### src/hw/sfifo_storage_pkg.sv
// Shared storage sizing. DEPTH must be a power of two of at least 2, and count_t spans 0 to DEPTH.
package sfifo_storage_pkg;

  // Number of entries in the shared data RAM, which all logical FIFOs draw from.
  localparam int DEPTH = 16;

  // Width of one item as it enters the push port and leaves a pop port.
  localparam int DATA_W = 16;

  // Bits needed to address one entry of the shared RAM.
  localparam int ENTRY_W = $clog2(DEPTH);

  // Bits needed to count from zero up to a completely full RAM.
  localparam int COUNT_W = $clog2(DEPTH + 1);

  // Index of one entry in the shared RAM and in the next-pointer array.
  typedef logic [ENTRY_W-1:0] entry_t;

  // One item of payload.
  typedef logic [DATA_W-1:0] data_t;

  // Number of items held in one FIFO's linked list in RAM.
  // A single FIFO may own every entry, so the range includes DEPTH.
  typedef logic [COUNT_W-1:0] count_t;

endpackage

### src/hw/sfifo_data_ram.sv
// Flop-based RAM with one write and one read port; a read returns data one cycle after rd_valid.
`timescale 1ns/1ns

module sfifo_data_ram (
  input  logic                      clk,
  input  logic                      wr_en,
  input  sfifo_storage_pkg::entry_t wr_entry,
  input  sfifo_storage_pkg::data_t  wr_data,
  input  logic                      rd_valid,
  input  sfifo_storage_pkg::entry_t rd_entry,
  output sfifo_storage_pkg::data_t  rd_data
);

  import sfifo_storage_pkg::*;

  // Item storage, one word per shared entry.
  data_t mem [DEPTH];

  // Synchronous write of the pushed item into its freshly allocated entry.
  always_ff @(posedge clk) begin
    if (wr_en) begin
      mem[wr_entry] <= wr_data;
    end
  end

  // Registered read port.
  // The output holds its last value when no read is issued, so the pop
  // controller only samples it in the cycle after a granted read.
  // A read and a write in the same cycle never target the same entry,
  // because the entry being read is still allocated.
  always_ff @(posedge clk) begin
    if (rd_valid) begin
      rd_data <= mem[rd_entry];
    end
  end

endmodule

### config.mk
export PLATFORM = sky130hd
export DESIGN_NAME = sfifo_data_ram
export DESIGN_NICKNAME = d
export VERILOG_FILES = /design/src/hw/sfifo_storage_pkg.sv /design/src/hw/sfifo_data_ram.sv
export SDC_FILE = /design/constraint.sdc
export NUM_CORES = 1
export LEC_CHECK = 0
export BUFFER_PORTS_ARGS = -buffer_cell sky130_fd_sc_hd__buf_2
export CELL_PAD_IN_SITES_DETAIL_PLACEMENT = 1
export CELL_PAD_IN_SITES_GLOBAL_PLACEMENT = 1
export CORE_AREA = 2 2 245 175
export DETAILED_ROUTE_END_ITERATION = 8
export DIE_AREA = 0 0 247 177
export HOLD_SLACK_MARGIN = 0.1
export PLACE_DENSITY_LB_ADDON = 0.08
export SYNTH_ARGS = -nofsm -noshare
export SYNTH_HDL_FRONTEND = slang
export SYNTH_SLANG_ARGS = --single-unit
### constraint.sdc
create_clock -name clk -period 2.5 [get_ports clk]
set_input_delay 0.125 -clock clk [delete_from_list [all_inputs] [get_ports clk]]
set_output_delay 0.125 -clock clk [all_outputs]
set_load 0.01 [all_outputs]
* Yosys cells after proc, flatten, opt, wreduce, memory -nomap -nowiden
Memories as Yosys holds them, arrays and structs flattened. A register that Yosys moved wholly into a read port is not among the register bits.
Cells that the tools add are included.
** Storage, ports and cells
- Register bits :: 0
- Memories :: 1
- Output and inout port bits :: 16
- Bits in writable memories :: 256
- Word-level logic and storage cells :: 3
** Memory list
- mem :: depth 16, bits a word 16, rd ports 1, clocked after Yosys merged registers in 1, wr ports 1, RTL line sfifo_data_ram.sv:17 : data_t mem [DEPTH];
** Operators by class
- Multiplexer cells :: 2
** Operators by type and width (number)
- 1-bit two-way mux :: 2

* Depth between registers and ports, before layout
- Word-level depth :: 2
- Mapped depth :: 5

* Worst setup path after synthesis
No wires, ideal clock.
- Path kind :: input -> register
- From :: input wr_entry[2]
- To :: memory mem[0][0] (netlist bit) (enable)
- Required time :: 2.091 ns
- Library setup time :: 0.409 ns
- Arrival time :: 1.771 ns
- Setup slack :: 0.320 ns
- Stages on the path :: 2
- Cell sequence :: or3b_2 > nor3_1
** RTL lines
- start, declared :: RTL line sfifo_data_ram.sv:7 : input sfifo_storage_pkg::entry_t wr_entry,
- end, declared :: RTL line sfifo_data_ram.sv:17
No word-level cell before the write port.

==> impl_results.md <==
* Cell row count at 63
* Pwr Density at 777 nW/µm²
* Avg Inst Size Synth at 23.6 µm²
* Critical Path Source Type: register
* Hold Path Class: input port to register
* CP Depth at 3
* Maximum fanout along the worst path at 1
* Post-Route WL at 26.9 mm
* RSZ-0062 raised after global routing: no
* Outcome: finished, final reports clean
* Fin cells at 1102
* Maximum vdd drop at 0.480 mV
* CP Data Arrival Time at 1.84 ns
* Synth top area share at 0.800
* Area leader, netlist: edfxtp_1
* Setup Viol. Count Final at 0
* Slew @ Worst Pin at 0.696 ns
* CP required at 2.80 ns
* Area after DPL at 11300 µm²
* Post-detail-place hpwl at 15.5 mm
* Top post-synthesis cells by area: edfxtp_1 (80%), mux4_2 (12%), mux4_1 (2.6%), a22oi_1 (2.4%), nand2_1 (0.63%)
* First-pass GRT wire length at 39.0 mm
* #FFs+latches synth at 272
* Vias in the first global route at 5312
* Critical Path End Type: register
* Min cycle time layout at 1.54 ns
* Count of warnings emitted by yosys at 0
* Worst-skew pair later-pin latency at 0.55 ns
* Max-Cap Viols at 0
* # hold bufs at CTS at 16
* Post-cts sizing count at 0
* Worst path top cell family by delay: multiplexers
* Die area at 43700 µm²
* Ratio of final minimum period to clock period at 0.617
* Reg2reg path depth at 3
* Critical Path Sink: rd_data[8]$_DFFE_PP_
* TNS Setup at 0 ns
* Synthesized cell area at 10200 µm²
* Clk sink count at 272
* Root Buffer: clkbuf_16
* Layout cell share with drive strength beyond 1 at 0.331
* Avg WL per Cell at 24.4 µm
* CTS tree: yes
* Yosys cell types at 18
* Area growth, synth to finish at 20.7%
* H-tree levels at 1
* N_diodes at 0
* TritonCTS buffer count at 29
* Die W at 247 µm
* R2r endpoint: rd_data[8]$_DFFE_PP_
* Post-DRT Antenna Nets at 0
* Detailed-route vias per instance at 4.36
* Reg2reg start: mem[3][8]$_DFFE_PP_
* Cell Chain, Critical Path: mux4_2 -> a22oi_1 -> nand2_1
* FF-to-FF setup slack at 0.96 ns
* Worst Setup Path Type: register to register
* I/O Buffers at 42
* Buf+Inv Stages, Crit Path at 0
* Initial core utilization at 0.246
* Clock slew at reported path FFs at 0.06 ns
* Routability cong. at 0.677
* Leak at 3.92 nW
* Mapped Cells at 432
* Die Ht at 177 µm
* DRC violations left at 0
* First drt pass iteration count at 4
* Placed instance count at 1037
* All-layer global routing usage at 0.127
* DRT iter0 DRCs at 328
* Via Count at 4809
* Final nets at 559
* Worst Hold Slack at 0.151 ns
* Post-CTS setup buffer count at 0
* Final instance area at 12300 µm²
* Hold Path Depth at 1
* Clock buffer depth at 3
* Fin. Hold Viols at 0
* Slew HR at 0.534
* Largest net degree at the start of global routing at 29
* Post-synthesis sequential area ratio at 0.800
* Syn nets at 459
* Initial antenna violation count at 0
* Critical Path Start: mem[3][8]$_DFFE_PP_
* Clock Skew at 0.00587 ns
* Slowest cell on crit path: mux4_2
* Grt total ovfl at 0
* Core ar. at 41500 µm²
* Max Slew Vio Count at 0
* I/O Pins at 43
* Crit path largest cell delay at 0.50 ns
* Max Freq at 648 MHz
[cells in the mapped netlist]
| master | instances |
|---|---|
| buf_2 | 3 |
| nor2b_1 | 2 |
| nand2_1 | 17 |
| buf_6 | 4 |
| buf_1 | 3 |
| nor2_1 | 13 |
| clkbuf_1 | 8 |
| nand3_1 | 1 |
| mux4_2 | 54 |
| edfxtp_1 | 272 |
| and2_1 | 1 |
| a22oi_1 | 32 |
| buf_4 | 3 |
| nor3_1 | 4 |
| or3b_2 | 1 |
| nand3b_1 | 2 |
| mux4_1 | 10 |
| nand2b_1 | 2 |
[worst min-delay path by stage]
stage	startpoint	end
after global routing	wr_entry[3]	mem[3][12]$_DFFE_PP_
after CTS	wr_entry[3]	mem[3][12]$_DFFE_PP_
final	rd_valid	rd_data[2]$_DFFE_PP_
after global placement	wr_data[10]	mem[13][10]$_DFFE_PP_
after floorplan	wr_data[0]	mem[0][0]$_DFFE_PP_
after detailed placement	wr_data[3]	mem[3][3]$_DFFE_PP_
[where the power goes]
group / leakage, nW / switching (mW) / internal [mW]
sequential: 2.47 / 0.0265 / 5.14
combinational: 1.04 / 0.301 / 0.208
clock: 0.408 / 1.69 / 2.20
[layout by cell type (no fill, tap or decap)]
| master | netlist | final |
|---|---|---|
| a22oi_1 | 32 | 32 |
| and2_1 | 1 | 1 |
| buf_12 | 0 | 3 |
| buf_2 | 3 | 41 |
| buf_4 | 3 | 30 |
| bufinv_16 | 0 | 1 |
| clkbuf_1 | 8 | 6 |
| clkbuf_16 | 0 | 29 |
| clkinv_1 | 0 | 9 |
| clkinv_2 | 0 | 4 |
| dlygate4sd3_1 | 0 | 16 |
| edfxtp_1 | 272 | 272 |
| mux4_1 | 10 | 10 |
| mux4_2 | 54 | 54 |
| nand2_1 | 17 | 17 |
| nand2b_1 | 2 | 2 |
| nand3_1 | 1 | 1 |
| nand3b_1 | 2 | 2 |
| nor2_2 | 0 | 13 |
| nor2b_2 | 0 | 2 |
| nor3_2 | 0 | 4 |
| or3b_2 | 1 | 1 |
[through the flow]
step	power, mW	utilization	worst slack, ns
floorplan	5.51	-	0.320
global placement	5.76	0.272	0.534
detailed placement	5.77	0.272	0.537
CTS	9.74	0.296	0.945
global route	9.93	0.296	0.905
finish	9.56	0.296	0.958
[kinds of logic (layout without fill, tap and decap cells)]
family | Yosys count | in the layout | synth area share
buffers and inverters | 21 | 139 | 0.0121
flip-flops | 272 | 272 | 0.800
AND/OR/NAND/NOR | 43 | 43 | 0.0189
multiplexers | 64 | 64 | 0.145
AO/OA/AOI/OAI | 32 | 32 | 0.0235
[sequential cells by signal, summed over array words and instances (netlist names)]
register,flops
mem,256
rd_data,16
[per-layer routing]
| metal | vias up | routed length [µm] | track usage |
|---|---|---|---|
| li1 | 2060 | - | - |
| met1 | 2632 | 12800 | 0.183 |
| met2 | 79 | 12400 | 0.199 |
| met3 | 38 | 1160 | 0.0240 |
| met4 | 0 | 505 | 0.0274 |
| met5 | - | 0 | 0 |
[cell type report]
class	instances	area, µm²
clock buffers	35	748
clock inverters	14	83.8
fillers	4148	29200
multi-input cells	139	1970
flip-flops and latches	272	8170
well taps	552	691
repair buffers	90	651
Power figures use the tool's default switching activity.
