File: config.mk
export PLATFORM = sky130hd
export DESIGN_NAME = sfifo_linked_list
export DESIGN_NICKNAME = d
export VERILOG_FILES = /design/src/hw/sfifo_storage_pkg.sv /design/src/hw/sfifo_queue_pkg.sv /design/src/hw/sfifo_linked_list.sv
export SDC_FILE = /design/constraint.sdc
export NUM_CORES = 1
export LEC_CHECK = 0
export BUFFER_PORTS_ARGS = -buffer_cell sky130_fd_sc_hd__buf_4
export CAP_MARGIN = 20
export CELL_PAD_IN_SITES_DETAIL_PLACEMENT = 0
export CELL_PAD_IN_SITES_GLOBAL_PLACEMENT = 1
export CORE_ASPECT_RATIO = 0.8
export CORE_UTILIZATION = 55
export DETAILED_ROUTE_END_ITERATION = 6
export HOLD_SLACK_MARGIN = 0.12
export PLACE_DENSITY_LB_ADDON = 0.1
export SLEW_MARGIN = 25
export SYNTH_ARGS = -nofsm -noshare
export SYNTH_HDL_FRONTEND = slang
export SYNTH_SLANG_ARGS = --single-unit
File: constraint.sdc
create_clock -name clk -period 8 [get_ports clk]
set_input_delay 1.6 -clock clk [delete_from_list [all_inputs] [get_ports clk]]
set_output_delay 1.6 -clock clk [all_outputs]
set_load 0.02 [all_outputs]
File: src/hw/sfifo_storage_pkg.sv
// Shared storage sizing. DEPTH must be a power of two of at least 2, and count_t spans 0 to DEPTH.
package sfifo_storage_pkg;

  // Number of entries in the shared data RAM, which all logical FIFOs draw from.
  localparam int DEPTH = 16;

  // Width of one item as it enters the push port and leaves a pop port.
  localparam int DATA_W = 16;

  // Bits needed to address one entry of the shared RAM.
  localparam int ENTRY_W = $clog2(DEPTH);

  // Bits needed to count from zero up to a completely full RAM.
  localparam int COUNT_W = $clog2(DEPTH + 1);

  // Index of one entry in the shared RAM and in the next-pointer array.
  typedef logic [ENTRY_W-1:0] entry_t;

  // One item of payload.
  typedef logic [DATA_W-1:0] data_t;

  // Number of items held in one FIFO's linked list in RAM.
  // A single FIFO may own every entry, so the range includes DEPTH.
  typedef logic [COUNT_W-1:0] count_t;

endpackage

File: src/hw/sfifo_queue_pkg.sv
// Logical FIFO set. NUM_FIFOS is at least 2, and mask bit i always belongs to FIFO i.
package sfifo_queue_pkg;

  // Number of logical FIFOs that share the storage.
  localparam int NUM_FIFOS = 4;

  // Bits needed to name one logical FIFO.
  localparam int FIFO_IDX_W = $clog2(NUM_FIFOS);

  // Selects one logical FIFO, for example on the push port.
  typedef logic [FIFO_IDX_W-1:0] fifo_idx_t;

  // One bit per logical FIFO, used for per-FIFO valid, ready and status flags.
  typedef logic [NUM_FIFOS-1:0] fifo_mask_t;

endpackage

File: src/hw/sfifo_linked_list.sv
// Per-FIFO linked lists over the shared entries; head_ready must only rise with head_valid.
`timescale 1ns/1ns

module sfifo_linked_list (
  input  logic                                                       clk,
  input  logic                                                       rst_n,
  input  logic                                                       link_valid,
  input  sfifo_queue_pkg::fifo_idx_t                                 link_fifo,
  input  sfifo_storage_pkg::entry_t                                  link_entry,
  output sfifo_queue_pkg::fifo_mask_t                                head_valid,
  input  sfifo_queue_pkg::fifo_mask_t                                head_ready,
  output sfifo_storage_pkg::entry_t [sfifo_queue_pkg::NUM_FIFOS-1:0] head,
  output sfifo_storage_pkg::count_t [sfifo_queue_pkg::NUM_FIFOS-1:0] ram_items
);

  import sfifo_storage_pkg::*;
  import sfifo_queue_pkg::*;

  // Oldest and newest entry of each list, and the number of entries in it.
  // Head and tail are only meaningful while the count is nonzero.
  entry_t     head_q  [NUM_FIFOS];
  entry_t     tail_q  [NUM_FIFOS];
  count_t     count_q [NUM_FIFOS];
  // Successor of each entry within whichever list currently owns it.
  entry_t     next_q  [DEPTH];
  fifo_mask_t link_mask;
  fifo_mask_t head_fire;

  // Decode the link request into one bit per FIFO.
  assign link_mask = link_valid ? (fifo_mask_t'(1) << link_fifo) : '0;
  // A head handshake removes the head entry from its list.
  assign head_fire = head_valid & head_ready;

  for (genvar i = 0; i < NUM_FIFOS; i++) begin : gen_status
    assign head_valid[i] = (count_q[i] != '0);
    assign head[i]       = head_q[i];
    assign ram_items[i]  = count_q[i];
  end

  // Counts are control state. A link and a head handshake on the same FIFO
  // in the same cycle cancel out.
  always_ff @(posedge clk) begin
    if (!rst_n) begin
      for (int f = 0; f < NUM_FIFOS; f++) begin
        count_q[f] <= '0;
      end
    end else begin
      for (int f = 0; f < NUM_FIFOS; f++) begin
        count_q[f] <= count_q[f] + count_t'(link_mask[f]) - count_t'(head_fire[f]);
      end
    end
  end

  // Head and tail pointers.
  // The new entry becomes the head when the list is empty, or when its only
  // entry leaves at the same edge, since the old next pointer is not yet set.
  always_ff @(posedge clk) begin
    for (int f = 0; f < NUM_FIFOS; f++) begin
      if (link_mask[f]) begin
        tail_q[f] <= link_entry;
      end
      if (link_mask[f] && ((count_q[f] == '0) || ((count_q[f] == count_t'(1)) && head_fire[f])))
      begin
        head_q[f] <= link_entry;
      end else if (head_fire[f]) begin
        head_q[f] <= next_q[head_q[f]];
      end
    end
  end

  // Chain the new entry behind the current tail.
  // An empty list has a stale tail that may now belong to another list, so it is left alone.
  always_ff @(posedge clk) begin
    if (link_valid && (count_q[link_fifo] != '0)) begin
      next_q[tail_q[link_fifo]] <= link_entry;
    end
  end

endmodule

# After elaboration in Yosys (flattened, before gate mapping)
# Memory sizes are Yosys's and may differ from the RTL's.
# Cells that the tools add are included.
[word_totals]
ram_bits = 116
wordCells = 89
ff_bits = 0
memories = 4
input_bits = 13
[op_classes]
n_eq_ne = 4
bitwise_logic = 9
shift = 1
n_reduce_logical = 22
muxes = 41
n_addsub = 8
[memory_table]
columns = ["memory", "words", "word_bits", "rd", "rd_clocked_by_memory_dff", "write_ports", "line_no", "rtl"]
rows = [
  ["next_q", 16, 4, 4, 0, 1, "sfifo_linked_list.sv:25", "entry_t next_q [DEPTH];"],
  ["count_q", 4, 5, 5, 0, 4, "sfifo_linked_list.sv:23", "count_t count_q [NUM_FIFOS];"],
  ["head_q", 4, 4, 4, 0, 4, "sfifo_linked_list.sv:21", "entry_t head_q [NUM_FIFOS];"],
  ["tail_q", 4, 4, 1, 0, 4, "sfifo_linked_list.sv:22", "entry_t tail_q [NUM_FIFOS];"],
]
[ops]
columns = ["cell", "count"]
rows = [
  ["$mux 1", 32],
  ["$reduce_bool 5->1", 5],
  ["$add 5x1->5", 4],
  ["$eq 5x1->1 const B", 4],
  ["$logic_not 5->1", 4],
  ["$mux 4", 5],
  ["$mux 5", 4],
  ["$sub 5x1->5", 4],
  ["$logic_and 1x1->1", 9],
  ["$or 1x1->1", 8],
  ["$and 4x4->4", 1],
  ["$logic_or 1x1->1", 4],
  ["$shl 1x2->4 const A", 1],
]

# Logic depth before layout (Yosys ltp)
# Gate-level depths: netlist of the first run.
[depth]
word_depth = 8
depth_mapped = 14
ltp_nobuf = 14

# Worst setup path after synthesis of the first run
# Ideal clock, no wire load.
[synth_path]
path_kind = "input -> register"
start = "input link_fifo[1]"
end = "memory count_q[0][4] (netlist bit)"
setup_time_ns = 0.121
arrival_time_ns = 3.354
t_required_ns = 7.879
n_path_buf = 1
cell_stages = 9
setup_slack_ns = 4.525
cell_sequence = "buf_2 -> nor3b_2 -> ha_1 -> inv_1 -> fa_1 -> nand2b_1 -> a21oi_1 -> o21ai_0 -> nor3b_1"
[synth_lines]
columns = ["item", "line_no", "rtl"]
rows = [
  ["start, declared", "sfifo_linked_list.sv:8", "input sfifo_queue_pkg::fifo_idx_t link_fifo,"],
  ["end, declared", "sfifo_linked_list.sv:23", ""],
]

==> results.ini, run 1 <==
[power_and_ir_drop]
vdd_drop_max_mv = 0.223
p_leak_nw = 3.00
power_density_mw_per_mm2 = 395

[sta]
fin_crit_sh = 0.435
worst_slack_ns = 4.52
hold_violations = 0
drv_slew = 0
max_slew_margin = 0.346
setup-violations-final = 0
timing.hold.ws_ns = 0.707
fmax_mhz = 287
rsz0062_at_grt = no
fin_crit_ns = 3.48
fin_tns_setup_ns = 0
tightest_slew_ns = 0.981
skew_ns = 0.00895

[layout]
nets = 553
drive_gt1_frac = 0.294
area_growth_pct = 16.1
fin_area_mm2 = 0.00799
antenna_cells = 0

[clocking]
clock_sinks = 116
cts_resized = 0
cts_tree = yes
cts-root-buf = clkbuf_16
clock_latency_ns = 0.42
htreeDepth = 4
clk_pin_slew_ns = 0.06
ctsHoldBuffers = 0
cts_setup_buffers = 0
cts.path.max_buffers = 2
numCtsBuffers = 17

[floorplanning]
die_h_um = 102
dieArea_mm2 = 0.0130
io_pins = 53
start_util = 0.564
rows = 36
fp.coreArea_mm2 = 0.0122
die_x_um = 127

[run_status]
outcome = finished clean

[synthesis]
synth_area_per_cell_um2 = 15.0
synth-seq-area-share = 0.477
syn-num-nets = 499
ys.flop_type = edfxtp_1
synth_area_mm2 = 0.00689
netlist_top_cells_area = edfxtp_1 (42%), mux4_2 (17%), dfxtp_1 (5.8%)
async_reset_ff_frac = 0
syn_inst = 460
yosys_warnings = 0
yosys.area.top_type_share = 0.419
yosysUniqueCellTypes = 44
synth_top_area_cell = edfxtp_1
synth_seq_cells = 116
synth_edf_count = 96

[placement]
place_hpwl_um = 12500
placed_cell_area_mm2 = 0.00738
dp_worst_setup_slack_ns = 4.18
port_buffers = 52
place.gp.congestion = 0.845

[detailed_routing]
drc_errors = 0
wl_um = 17400
initialDrtViolationCount = 378
wl_per_cell_um = 25.0
first_pass_iters = 4
num_vias = 4603
vias_per_cell = 6.59
final_antenna_net_count = 0

[global_route]
overflow = 0
grt_pass1_wl_um = 26200
grt_pass1_vias = 4319
grt_max_degree = 25
globalRouteTotalUtil = 0.290
antenna_found_initial = 0

[critical_path]
critPathRequiredTime_ns = 6.40
arrival_ns = 1.88
cp_max_fo = 4
ff2ff_path_depth = 14
critPathLaunchType = flop
critPathCaptureType = output pin
path_class = reg2out

[min_path]
hold_depth = 3
hold_class = reg2reg

[run]
maxCapViolCount = 0

-- worst paths after layout --
path | start | endpoint | slack, ns
worst max register to register | count_q[0][3] | count_q[0][4] | 4.90
worst min register to register | count_q[3][3] | count_q[3][4] | 0.71
worst min-delay path | count_q[3][3] | count_q[3][4] | 0.71
worst max-delay path | count_q[0][3] | head_valid[0] | 4.52
-- cells by family after synthesis --
kind of cell,share of synthesized area
adders and majority gates,0.0516
xor gates and xnor gates,0.0165
DFF,0.477
AOI/OAI and AO/OA,0.0476
buffers and inverters,0.0382
muxes,0.294
and+or+nand+nor,0.0756
-- critical path: stages, from the launching register on --
cell and delay [ns]:
dfxtp_1 0.38, inv_1 0.11, ha_1 0.14, or3b_2 0.47, nand2b_1 0.19, buf_4 0.17
-- per-stage QoR --
step	util	power, mW	instances
6_report	0.655	3.16	698
4_1_cts	0.655	3.17	698
3_5_place_dp	0.604	2.37	666
5_1_grt	0.655	3.33	698
3_3_place_gp	0.603	2.34	665
2_1_floorplan	-	1.97	460
-- flip-flops by register name, summed over array words and instances (netlist names) --
name / count
tail_q: 16
count_q: 20
next_q: 64
head_q: 16
-- cell type report --
cell class / instances / area (um^2)
Inverter: 32 / 120
Sequential cell: 116 / 3280
Fill cell: 880 / 4210
Clock inverter: 15 / 191
Multi-Input combinational cell: 292 / 3340
Clock buffer: 17 / 425
Timing Repair Buffer: 55 / 420
Tap cell: 171 / 214
-- synthesized netlist by cell type (2+ instances only) --
library cell	count
mux2_2	8
nand2_1	13
nor4_1	2
xor2_1	3
nand4_1	4
fa_1	4
nor3b_1	3
buf_1	5
mux4_1	14
nor2_1	15
o21ai_0	6
and3b_1	2
a22o_1	8
a21oi_1	16
a21o_1	4
a2bb2oi_2	3
mux2i_1	37
nand3_1	5
edfxtp_1	96
xnor2_1	10
ha_1	22
nor3_1	29
inv_1	32
buf_2	8
nand3b_1	2
a211o_1	4
dfxtp_1	20
nand2b_1	5
mux4_2	53
or3b_2	3
buf_6	5
and2_1	7
-- metal layers --
| layer | part of all wire | up-vias | GRT usage |
|---|---|---|---|
| met5 | 0 | - | 0 |
| met4 | 0.013 | 0 | 0.0934 |
| met3 | 0.11 | 21 | 0.0984 |
| met2 | 0.44 | 270 | 0.404 |
| met1 | 0.44 | 2345 | 0.429 |
| li1 | - | 1967 | - |
-- placed cells by master, fill, tap and decap left out, drive strengths merged, types with 7 or more instances in the layout --
cell type  Yosys  final
buf           20     55
clkbuf         0     17
and2           7      7
a22o           8      8
o21ai          7      7
xnor2         10     10
inv           32     38
mux4          67     67
nand2         13     13
nor2          15     15
a21oi         16     16
dfxtp         20     20
mux2i         37     37
ha            22     22
nor3          29     29
edfxtp        96     96
mux2           8      8
-- power breakdown --
part           internal, mW  switching (mW)
clock                 0.497           0.294
sequential            0.777           0.230
combinational         0.707           0.653
total                  1.98            1.18
Power figures use the tool's default switching activity.
==> run 2: changes to the inputs <==
Settings changed: ABC_AREA from default to 1, CORE_UTILIZATION 55 to 41.
Clock period 8 ns to 3.1 ns, I/O delays scaled along.
==> results.ini, run 2 <==
[run]
maxCapViolCount = 0

[detailed_routing]
final_antenna_net_count = 0
first_pass_iters = 6
wl_per_cell_um = 19.3
num_vias = 7168
wl_um = 25800
initialDrtViolationCount = 792
vias_per_cell = 5.36
drc_errors = 0

[critical_path]
critPathRequiredTime_ns = 3.40
path_class = reg2reg
critPathLaunchType = flop
crit_chain = inv_1, ha_1, nor3b_1, nand2_1, nand2_1, inv_1, ha_1, inv_1, ha_1, inv_1, fa_1, o31ai_1, xor2_1, nor2_1
cp_max_fo = 4
critPathCaptureType = flop
startpoint = count_q[0][2]
arrival_ns = 3.02
crit_top_cell = inv_1
cp_slowest_stage_delay_ns = 0.43
slowest_stage = fa_1
r2r_start = count_q[0][2]

[layout]
nets = 1133
final_common_cell = nand2_1
area_growth_pct = 15.7
fin_util = 0.484
drive_gt1_frac = 0.118
fin_area_mm2 = 0.00880
fill_cells = 1833
final_cell_mix = nand2_1 (395), nand3_1 (233), inv_1 (131)
largest_reg_flops = 64
fin_cells = 1337
antenna_cells = 0

[floorplanning]
fp.coreArea_mm2 = 0.0182
dieArea_mm2 = 0.0191
rows = 44
io_pins = 53
die_x_um = 154
die_h_um = 124
start_util = 0.418

[synthesis]
synth_compound_area_frac = 0.0229
synth_mux_area_frac = 0
yosysUniqueCellTypes = 27
synth-simple-area-share = 0.395
yosys.area.top_type_share = 0.379
synth_area_per_cell_um2 = 7.23
synthXorXnorAreaFrac = 0.00691
syn_inst = 1052
synthAdderAreaFrac = 0.0467
synth_edf_count = 96
post-synth-top-count-cell = nand2_1
synth_top_area_cell = edfxtp_1
syn-num-nets = 1091
ys.flop_type = edfxtp_1
synth_area_mm2 = 0.00760
netlist_top_cells_area = edfxtp_1 (38%), nand2_1 (20%), nand3_1 (15%)
synth_seq_cells = 116
synthTopCellsByCount = nand2_1 (395), nand3_1 (233), inv_1 (131)
synth-seq-area-share = 0.432
synth_top_family_by_area = simple AND/OR/NAND/NOR gates
yosys_warnings = 0
async_reset_ff_frac = 0

[clocking]
ctsHoldBuffers = 0
htreeDepth = 4
cts_resized = 0
numCtsBuffers = 17
clk_pin_slew_ns = 0.06
cts.path.max_buffers = 2
clock_latency_ns = 0.43
clock_sinks = 116
cts_setup_buffers = 0
cts-root-buf = clkbuf_16
cts_tree = yes

[sta]
setup-violations-final = 0
drv_slew = 0
rsz0062_at_grt = no
fin_crit_ns = 2.71
skew_ns = 0.0160
fmax_mhz = 369
hold_violations = 0
fin_tns_setup_ns = 0
fin_crit_sh = 0.875
max_slew_margin = 0.470
tightest_slew_ns = 0.794

[power_and_ir_drop]
p_leak_nw = 4.18
vdd_drop_max_mv = 0.566
power_density_mw_per_mm2 = 975

[placement]
port_buffers = 52
dp_cells = 1305
placed_cell_area_mm2 = 0.00819
place_hpwl_um = 17700
place.gp.congestion = 0.857

[global_route]
grt_pass1_vias = 6517
globalRouteTotalUtil = 0.281
overflow = 0
grt_pass1_wl_um = 38900
grt_max_degree = 34
antenna_found_initial = 0

[run_status]
outcome = finished clean

[min_path]
hp-start = rst_n
hold_class = in2reg

==> run 2: per-stage QoR <==
step / worst slack (ns) / total power, mW / hold WS (ns)
after floorplan: 0.405 / 5.21 / 0.647
after global placement: 0.449 / 6.51 / 0.567
after detailed placement: 0.387 / 6.50 / 0.577
after CTS: 0.363 / 8.56 / 0.510
after global routing: 0.140 / 9.19 / 0.521
final: 0.389 / 8.58 / 0.524
==> run 2: cells by family (layout without fill, tap and decap cells) <==
group | Yosys count | after routing
DFF | 116 | 116
and+or+nand+nor | 687 | 687
buffers and inverters | 184 | 239
AOI/OAI and AO/OA | 33 | 33
adders and majority gates | 26 | 26
xor gates and xnor gates | 6 | 6
==> run 2: worst paths after layout <==
path | slack (ns) | depth (start not counted) | end
max reg2reg | 0.39 | 14 | count_q[0][4]
max | 0.39 | 14 | count_q[0][4]
min reg2reg | 0.59 | 3 | count_q[2][4]
min | 0.52 | 3 | count_q[1][0]
==> run 2: where the power goes <==
part	internal [mW]	switching (mW)	leakage [nW]
logic	1.45	2.78	2.85
clock network	1.27	0.787	0.288
registers	1.99	0.307	1.05
total	4.70	3.87	4.18
==> run 2: worst max-delay path: cells and delay by family, from the launching register on <==
kind / cells / cell delay, ns
buf+inv: 4 / 0.27
flops: 1 / 0.36
xor+xnor: 1 / 0.17
simple gates: 4 / 0.50
fa+ha+maj: 4 / 0.99
compound gates: 1 / 0.32
==> run 2: final cells by class <==
type / instances / area (um^2) / share of cell area
repair buffers: 69 / 518 / 0.0589
multi-input cells: 752 / 3590 / 0.408
well taps: 230 / 288 / 0.0327
clock inverters: 15 / 179 / 0.0203
clock buffers: 17 / 425 / 0.0484
inverters: 138 / 518 / 0.0589
flip-flops and latches: 116 / 3280 / 0.373
==> run 2: metal layers <==
layer / routed length [um] / GRT usage
met1: 12500 / 0.421
met2: 10000 / 0.372
met4: 276 / 0.0656
met5: 37 / 0.0159
met3: 2880 / 0.104
